File: src/include/core_settings.svh
`ifndef CORE_SETTINGS_SVH
`define CORE_SETTINGS_SVH

// data and address bus width.
`define CORE_DATA_WIDTH 16

// register count, RA is the last one.
`define CORE_REG_COUNT 16

// pc value after reset.
`define CORE_RESET_VECTOR 16'h0000

// byte step per instruction word.
`define CORE_PC_STEP 2

`endif
File: src/hdl/busPkg.sv
`include "core_settings.svh"

package busPkg;

	// one phase per clock, four per instruction.
	typedef enum logic [1:0] {
		phFetch   = 2'd0,
		phDecode  = 2'd1,
		phExecute = 2'd2,
		phCommit  = 2'd3
	} corePhase;

	typedef struct packed {
		logic [`CORE_DATA_WIDTH-1:0] addr;
		logic [`CORE_DATA_WIDTH-1:0] dout;
		logic rdN;
		logic wrN;
	} busReq;

	// bus parked with both strobes high.
	localparam busReq busIdle = '{addr: '0, dout: '0, rdN: 1'b1, wrN: 1'b1};

endpackage

File: src/hdl/isaPkg.sv
`include "core_settings.svh"

package isaPkg;

	// instruction group, bits 15:14.
	typedef enum logic [1:0] {
		groupAlu       = 2'b00,
		groupLoadStore = 2'b01,
		groupReserved2 = 2'b10, // executes as a no-op.
		groupReserved3 = 2'b11
	} instrGroup;

	// alu operation, bits 13:10.
	typedef enum logic [3:0] {
		opMov = 4'h0,
		opAdd = 4'h1,
		opSub = 4'h2,
		opAnd = 4'h3,
		opOr  = 4'h4,
		opXor = 4'h5
	} aluOp;

	// alu addressing mode, bits 9:8.
	typedef enum logic [1:0] {
		modeRegaS8 = 2'b00,
		modeRegaU8 = 2'b01,
		modeRegU4  = 2'b10,
		modeRegReg = 2'b11
	} aluMode;

	// load/store mode, bit 11.
	typedef enum logic {
		modeLsRegReg = 1'b0,
		modeLsHere   = 1'b1
	} lsMode;

	// accumulator index.
	localparam logic [3:0] regRa = 4'hf;

	typedef struct packed {
		logic isAlu;
		logic isLoad;
		logic isStore;
		logic isHere;
		aluOp op;
		logic [3:0] regA; // destination or data register.
		logic [3:0] regB; // operand or address register.
		logic useImm;
		logic [`CORE_DATA_WIDTH-1:0] imm; // already extended.
		logic writesReg;
	} decodedInstr;

endpackage

File: src/hdl/core.sv
`timescale 1ns/1ps
`include "core_settings.svh"

module core (
	input  logic                        CLK,
	input  logic                        rstN,
	input  logic [`CORE_DATA_WIDTH-1:0] DIN,
	output logic                        FETCH,
	output logic                        DECODE,
	output logic                        EXECUTE,
	output logic                        COMMIT,
	output logic [`CORE_DATA_WIDTH-1:0] ADDR,
	output logic [`CORE_DATA_WIDTH-1:0] DOUT,
	output logic                        RDN,
	output logic                        WRN
);
	import isaPkg::*;
	import busPkg::*;

	localparam logic [`CORE_DATA_WIDTH-1:0] pcStep = `CORE_PC_STEP;

	corePhase    phase;
	decodedInstr dec;
	busReq       bus;
	logic        seqRstN;
	logic        regWriteEn;
	logic [`CORE_DATA_WIDTH-1:0] pc;
	logic [`CORE_DATA_WIDTH-1:0] ir;
	logic [`CORE_DATA_WIDTH-1:0] loadData;
	logic [`CORE_DATA_WIDTH-1:0] pcAdvance;
	logic [`CORE_DATA_WIDTH-1:0] fetchAddr;
	logic [`CORE_DATA_WIDTH-1:0] readDataA;
	logic [`CORE_DATA_WIDTH-1:0] readDataB;
	logic [`CORE_DATA_WIDTH-1:0] aluB;
	logic [`CORE_DATA_WIDTH-1:0] aluResult;
	logic [`CORE_DATA_WIDTH-1:0] writeData;

	// sequencer leaves reset one cycle late, so the first live phase is FETCH.
	always_ff @(posedge CLK) begin
		if (!rstN) begin
			seqRstN <= 1'b0;
		end else begin
			seqRstN <= 1'b1;
		end
	end

	phaseSequencer seq0 (.CLK(CLK), .rstN(seqRstN), .phase(phase));

	instructionDecoder dec0 (.instr(ir), .dec(dec));

	registerFile regs0 (
		.CLK(CLK),
		.rstN(rstN),
		.readAddrA(dec.regA),
		.readAddrB(dec.regB),
		.readDataA(readDataA),
		.readDataB(readDataB),
		.writeEn(regWriteEn),
		.writeAddr(dec.regA),
		.writeData(writeData)
	);

	assign aluB = dec.useImm ? dec.imm : readDataB; // immediate or register operand.

	aluUnit alu0 (.op(dec.op), .a(readDataA), .b(aluB), .result(aluResult));

	assign writeData  = (dec.isLoad || dec.isHere) ? loadData : aluResult;
	assign regWriteEn = seqRstN && (phase == phCommit) && dec.writesReg;

	// HERE skips its literal word.
	assign pcAdvance = dec.isHere ? pc + (pcStep << 1) : pc + pcStep;
	assign fetchAddr = seqRstN ? pcAdvance : pc;

	always_ff @(posedge CLK) begin
		if (!rstN) begin
			pc <= `CORE_RESET_VECTOR;
		end else if (seqRstN && phase == phCommit) begin
			pc <= pcAdvance;
		end
	end

	always_ff @(posedge CLK) begin
		if (phase == phFetch) begin
			ir <= DIN; // instruction at end of FETCH.
		end
		if (phase == phExecute) begin
			loadData <= DIN; // LD and HERE data.
		end
	end

	// request is set up at the edge that starts its phase.
	always_ff @(posedge CLK) begin
		if (!rstN) begin
			bus <= busIdle;
		end else begin
			bus <= busIdle;
			if (!seqRstN || phase == phCommit) begin
				bus.addr <= fetchAddr;
				bus.rdN  <= 1'b0;
			end else if (phase == phDecode) begin
				if (dec.isLoad) begin
					bus.addr <= readDataB;
					bus.rdN  <= 1'b0;
				end else if (dec.isHere) begin
					bus.addr <= pc + pcStep;
					bus.rdN  <= 1'b0;
				end else if (dec.isStore) begin
					bus.addr <= readDataB;
					bus.dout <= readDataA;
					bus.wrN  <= 1'b0;
				end
			end
		end
	end

	assign ADDR = bus.addr;
	assign DOUT = bus.dout;
	assign RDN  = bus.rdN;
	assign WRN  = bus.wrN;

	assign FETCH   = seqRstN && (phase == phFetch);
	assign DECODE  = seqRstN && (phase == phDecode);
	assign EXECUTE = seqRstN && (phase == phExecute);
	assign COMMIT  = seqRstN && (phase == phCommit);

endmodule

File: src/hdl/aluUnit.sv
`timescale 1ns/1ps
`include "core_settings.svh"

module aluUnit (
	input  isaPkg::aluOp                op,
	input  logic [`CORE_DATA_WIDTH-1:0] a,
	input  logic [`CORE_DATA_WIDTH-1:0] b,
	output logic [`CORE_DATA_WIDTH-1:0] result
);
	import isaPkg::*;

	// a is the destination value, b the operand.
	always_comb begin
		case (op)
			opAdd: begin
				result = a + b; // wraps at 16 bits.
			end
			opSub: begin
				result = a - b;
			end
			opAnd: begin
				result = a & b;
			end
			opOr: begin
				result = a | b;
			end
			opXor: begin
				result = a ^ b;
			end
			default: begin
				result = b; // move.
			end
		endcase
	end

endmodule

File: src/hdl/registerFile.sv
`timescale 1ns/1ps
`include "core_settings.svh"

module registerFile (
	input  logic                                CLK,
	input  logic                                rstN,
	input  logic [$clog2(`CORE_REG_COUNT)-1:0] readAddrA,
	input  logic [$clog2(`CORE_REG_COUNT)-1:0] readAddrB,
	output logic [`CORE_DATA_WIDTH-1:0]        readDataA,
	output logic [`CORE_DATA_WIDTH-1:0]        readDataB,
	input  logic                                writeEn,
	input  logic [$clog2(`CORE_REG_COUNT)-1:0] writeAddr,
	input  logic [`CORE_DATA_WIDTH-1:0]        writeData
);

	logic [`CORE_DATA_WIDTH-1:0] regs [`CORE_REG_COUNT];

	// reads are combinational.
	assign readDataA = regs[readAddrA];
	assign readDataB = regs[readAddrB];

	always_ff @(posedge CLK) begin
		if (!rstN) begin
			for (int i = 0; i < `CORE_REG_COUNT; i++) begin
				regs[i] <= '0;
			end
		end else if (writeEn) begin
			regs[writeAddr] <= writeData; // visible from the next cycle.
		end
	end

endmodule

File: src/hdl/instructionDecoder.sv
`timescale 1ns/1ps
`include "core_settings.svh"

module instructionDecoder (
	input  logic [`CORE_DATA_WIDTH-1:0] instr,
	output isaPkg::decodedInstr         dec
);
	import isaPkg::*;

	instrGroup group;
	aluMode    aMode;
	lsMode     lMode;
	aluOp      rawOp;
	aluOp      op;

	assign group = instrGroup'(instr[15:14]);
	assign aMode = aluMode'(instr[9:8]);
	assign lMode = lsMode'(instr[11]);
	assign rawOp = aluOp'(instr[13:10]);

	always_comb begin
		case (rawOp)
			opAdd, opSub, opAnd, opOr, opXor: op = rawOp;
			default: op = opMov; // unlisted codes act as MOV.
		endcase
	end

	always_comb begin
		dec = '0; // no-op unless a group below claims it.
		case (group)
			groupAlu: begin
				dec.isAlu     = 1'b1;
				dec.writesReg = 1'b1;
				dec.op        = op;
				case (aMode)
					modeRegaS8: begin
						dec.regA   = regRa;
						dec.useImm = 1'b1;
						dec.imm    = {{(`CORE_DATA_WIDTH-8){instr[7]}}, instr[7:0]};
					end
					modeRegaU8: begin
						dec.regA   = regRa;
						dec.useImm = 1'b1;
						dec.imm    = {{(`CORE_DATA_WIDTH-8){1'b0}}, instr[7:0]};
					end
					modeRegU4: begin
						dec.regA   = instr[7:4];
						dec.useImm = 1'b1;
						dec.imm    = {{(`CORE_DATA_WIDTH-4){1'b0}}, instr[3:0]};
					end
					default: begin
						dec.regA = instr[7:4]; // register to register.
						dec.regB = instr[3:0];
					end
				endcase
			end
			groupLoadStore: begin
				if (!instr[13]) begin
					dec.regA = instr[7:4];
					if (lMode == modeLsHere) begin
						dec.isHere    = 1'b1; // literal from pc+2.
						dec.writesReg = 1'b1;
					end else begin
						dec.regB = instr[3:0]; // address register.
						if (instr[12]) begin
							dec.isStore = 1'b1;
						end else begin
							dec.isLoad    = 1'b1;
							dec.writesReg = 1'b1;
						end
					end
				end
			end
			groupReserved2, groupReserved3: begin
			end
		endcase
	end

endmodule

File: src/hdl/phaseSequencer.sv
`timescale 1ns/1ps

module phaseSequencer (
	input  logic             CLK,
	input  logic             rstN,
	output busPkg::corePhase phase
);
	import busPkg::*;

	always_ff @(posedge CLK) begin
		if (!rstN) begin
			phase <= phFetch; // parked until released.
		end else begin
			case (phase)
				phFetch: begin
					phase <= phDecode;
				end
				phDecode: begin
					phase <= phExecute;
				end
				phExecute: begin
					phase <= phCommit;
				end
				default: begin
					phase <= phFetch; // wrap after commit.
				end
			endcase
		end
	end

endmodule

File: config.mk
export PLATFORM = sky130hd
export DESIGN_NAME = core
export DESIGN_NICKNAME = d
export VERILOG_FILES = /design/src/hdl/busPkg.sv /design/src/hdl/isaPkg.sv /design/src/hdl/core.sv /design/src/hdl/aluUnit.sv /design/src/hdl/registerFile.sv /design/src/hdl/instructionDecoder.sv /design/src/hdl/phaseSequencer.sv
export VERILOG_INCLUDE_DIRS = /design/src /design/src/include
export SDC_FILE = /design/constraint.sdc
export NUM_CORES = 1
export LEC_CHECK = 0
export BUFFER_PORTS_ARGS = -buffer_cell sky130_fd_sc_hd__buf_4
export CAP_MARGIN = 20
export CORE_MARGIN = 3
export CORE_UTILIZATION = 35
export DETAILED_ROUTE_END_ITERATION = 10
export PLACE_DENSITY = 0.53
export SLEW_MARGIN = 5
export SYNTH_ARGS = -nofsm -noshare
export SYNTH_HDL_FRONTEND = slang
export SYNTH_SLANG_ARGS = --single-unit
export TNS_END_PERCENT = 5
File: constraint.sdc
create_clock -name CLK -period 7.1 [get_ports CLK]
set_clock_uncertainty 0.15 [all_clocks]
set_input_delay 1.42 -clock CLK [delete_from_list [all_inputs] [get_ports CLK]]
set_output_delay 1.42 -clock CLK [all_outputs]
set_load 0.05 [all_outputs]
==> out/metrics.cfg <==
[status]
run_status=finished, final reports clean

[timing]
fin_crit_sh_pct=92.8
rsz0062_at_grt=false
finalMaxSlewViolations=0
hold_viol_final=0
setup_viol=0
tightest_slew_ns=1.15
setup_ws_ns=0.513
min_period_ns=6.59
relSlewSlack_pct=23.0
holdWs_ns=0.448
tns_ns=0
fmaxAchievable_mhz=152

[global_routing]
overflow=0
grt_max_degree=37
antenna_found_initial=0
use_met1_pct=34.0
use_met2_pct=41.8
grt_busiest_layer=met2
grtUsageMet3_pct=5.76
grt_usage_pct=26.0
first_global_vias=15374
grt_first_pass_wirelength_mm=108

[power]
vdd_ir_drop_max_uv=259
clkPwrFrac_pct=21.7
p_sw_share_pct=46.5
pwr-share-comb_pct=53.1
powerDensity_nw_per_um2=456
p_int_mw=5.29
leakage_nw=7.83
p_switching_mw=4.60
power_frac_seq_pct=25.2

[final_layout]
drive_above_1_share_pct=15.6
final_common_cell=nor2_1
stdcell_count=2607
nets=1962
final_cell_mix=313 x nor2_1, 288 x edfxtp_1, 138 x o22ai_1
final_core_util_pct=41.0
area_growth_pct=14.8
n_antenna_cell=0

[logic_synthesis]
synth_seq_cells=340
synthCells=1843
yosys_warnings=0
async_flop_share_pct=0
synth-main-ff-cell=edfxtp_1
synthDistinctLibCells=86
synth_nets=1918
avgSynthCellArea_um2=10.3
netlist_area_um2=18900
yosysSeqAreaShare_pct=51.3
synth-edff-count=288

[placement]
gp_congestion=0.970
dp_hpwl_mm=52.3
dpl.cell_count=2531
dpl_worst_slack_ns=0.666
portBuffers=55

[critical_path]
worstPathArrival_ns=6.72
worst_r2r_path_depth=21
critPathSlowestCell=nor4b_4
max_stage_delay_ns=0.79
crit_top_cell=a21oi_1
cp_top_family=compound AO/OA/AOI/OAI gates
crit_type=reg -> reg
r2r_start=ir[14]
critPathBufInv=2
worst_setup_path_end_kind=flop
rrSetupSlack_ns=0.51
crit_chain=nor4b_4 -> nor2_2 -> buf_4 -> o31a_1 -> and3_1 -> a21oi_1 -> ha_1 -> nor2_1 -> xor2_1 -> ha_1 -> a21o_1 -> a21oi_1 -> o21ai_0 -> a21o_1 -> a21oi_1 -> o21ai_0 -> xnor2_1 -> o221ai_1 -> mux2i_1 -> buf_4 -> nor2_1
critPathLaunchType=flop
cp.required_ns=7.24
worstSetupStartpoint=ir[14]
r2r-end=regs0.regs[4][10]
cp.depth=21
crit_fanout=22

[clock_tree]
cts_tree=yes
ctsResizeCount=0
cts_buffer_depth=3
htree_levels=2
insertion_delay_ns=0.58
post-cts-setup-buffers=0
cts_buffers=41
clockRootBuffer=clkbuf_16
cts_hold_buf=0
clk_pin_slew_ns=0.06
clock_sinks=340

[route]
drt-total-wl_mm=75.2
firstDrtPassIters=6
vias_per_cell=6.16
drt_iter0_drc=2255
drc=0
wl_per_cell_um=28.9
dr_total_vias=16058
ant_nets=0

[worst_hold_path]
hold_depth=2
worstHoldStart=pc[14]
holdCritPathClass=reg -> reg
min_to=pc[14]

[floorplan]
coreArea_um2=53000
die_area_um2=56800
num_io_pins=56
start_util_pct=35.7
rows=84
die_x_um=238
chipHeight_um=238

[run]
drv_cap=0

synthesized netlist by cell type (all sizes together) (4+ instances only):
cell	count	share of area [%]
a22oi	19	0.75
dfxtp	52	5.5
o2bb2ai	6	0.28
nand2	137	2.7
nor3b	6	0.24
buf	44	1.4
or2	7	0.23
o221ai	9	0.42
and3	20	0.66
nor4	5	0.32
o22ai	138	4.6
o21ai	124	3.3
or3	9	0.30
mux2	27	1.6
nor3	24	0.66
a21oi	107	3.0
nand4	4	0.13
mux2i	20	1.1
clkbuf	98	1.9
xor2	18	0.83
inv	54	1.1
ha	56	3.7
o2111ai	5	0.23
nand3	18	0.48
and4	16	0.74
o311ai	4	0.19
a221oi	20	0.93
nand2b	11	0.36
nor2	314	6.2
and2	7	0.23
o21a	7	0.28
o31ai	7	0.28
edfxtp	288	46
a31oi	15	0.56
a211oi	9	0.36
mux4	29	3.5
nor2b	7	0.23
o211ai	11	0.44
a21o	9	0.36
xnor2	32	1.5
how the worst max path moves through the flow:
| stage | to | slack [ns] |
|---|---|---|
| finish | regs0.regs[4][10] | 0.51 |
| CTS | regs0.regs[4][10] | 0.61 |
| global route | regs0.regs[5][10] | 0.1 |
| floorplan | regs0.regs[0][10] | 2.03 |
| detailed placement | regs0.regs[4][15] | 0.67 |
| global placement | regs0.regs[5][15] | -0.04 |
sequential cells by signal, indices dropped and copies added, names as in the netlist:
register,flops
regs0.regs,256
pc,15
DOUT,16
seqRstN,1
ADDR,16
seq0.phase,2
loadData,16
RDN,1
WRN,1
ir,16
metal layers:
metal  vias up  share of wire [%]  routed length, µm
li1       6972                  -                  -
met1      7989                 40              30000
met2       933                 46              34700
met3       164                9.6               7250
met4         0                4.4               3340
met5         -                  0                  0
worst register-to-register path: stages, from the launching register on:
cell and delay, ns:
edfxtp_1 0.70, nor4b_4 0.79, nor2_2 0.35, buf_4 0.33, o31a_1 0.32, and3_1 0.22
a21oi_1 0.37, ha_1 0.30, nor2_1 0.08, xor2_1 0.14, ha_1 0.36, a21o_1 0.19
a21oi_1 0.24, o21ai_0 0.19, a21o_1 0.21, a21oi_1 0.30, o21ai_0 0.17, xnor2_1 0.16
o221ai_1 0.13, mux2i_1 0.19, buf_4 0.31, nor2_1 0.08
metrics by stage:
stage	instance area, µm²	power, mW
6_report	21700	9.90
5_1_grt	21700	10.4
4_1_cts	21700	9.81
3_5_place_dp	20300	7.63
3_3_place_gp	20300	7.61
2_1_floorplan	18900	5.66
final cells by class:
| class | instances | area (µm²) |
|---|---|---|
| multi-input combinational | 1306 | 8420 |
| sequential | 340 | 9690 |
| timing repair buffer | 143 | 1170 |
| fill | 5199 | 31300 |
| inverter | 55 | 206 |
| clock buffer | 57 | 1160 |
| clock inverter | 18 | 195 |
| tap | 688 | 861 |
cell families (layout without fill, tap and decap cells):
| group | after synthesis | in the layout | share of synthesized area (%) |
|---|---|---|---|
| multiplexers | 76 | 76 | 6.14 |
| XOR/XNOR | 50 | 50 | 2.32 |
| AO/OA/AOI/OAI | 527 | 527 | 17.9 |
| adder cells (fa/ha/maj) | 57 | 57 | 3.81 |
| buffers and inverters | 197 | 273 | 4.43 |
| AND/OR/NAND/NOR | 596 | 596 | 14.2 |
| flip-flops | 340 | 340 | 51.3 |
power by group through the flow:
stage          registers, mW  logic, mW  clock network (mW)
2_1_floorplan           2.41       3.25                   0
3_3_place_gp            2.53       5.07                   0
3_5_place_dp            2.53       5.10                   0
4_1_cts                 2.49       5.13                2.18
5_1_grt                 2.51       5.60                2.26
6_report                2.50       5.25                2.15
Power figures use the tool's default switching activity.
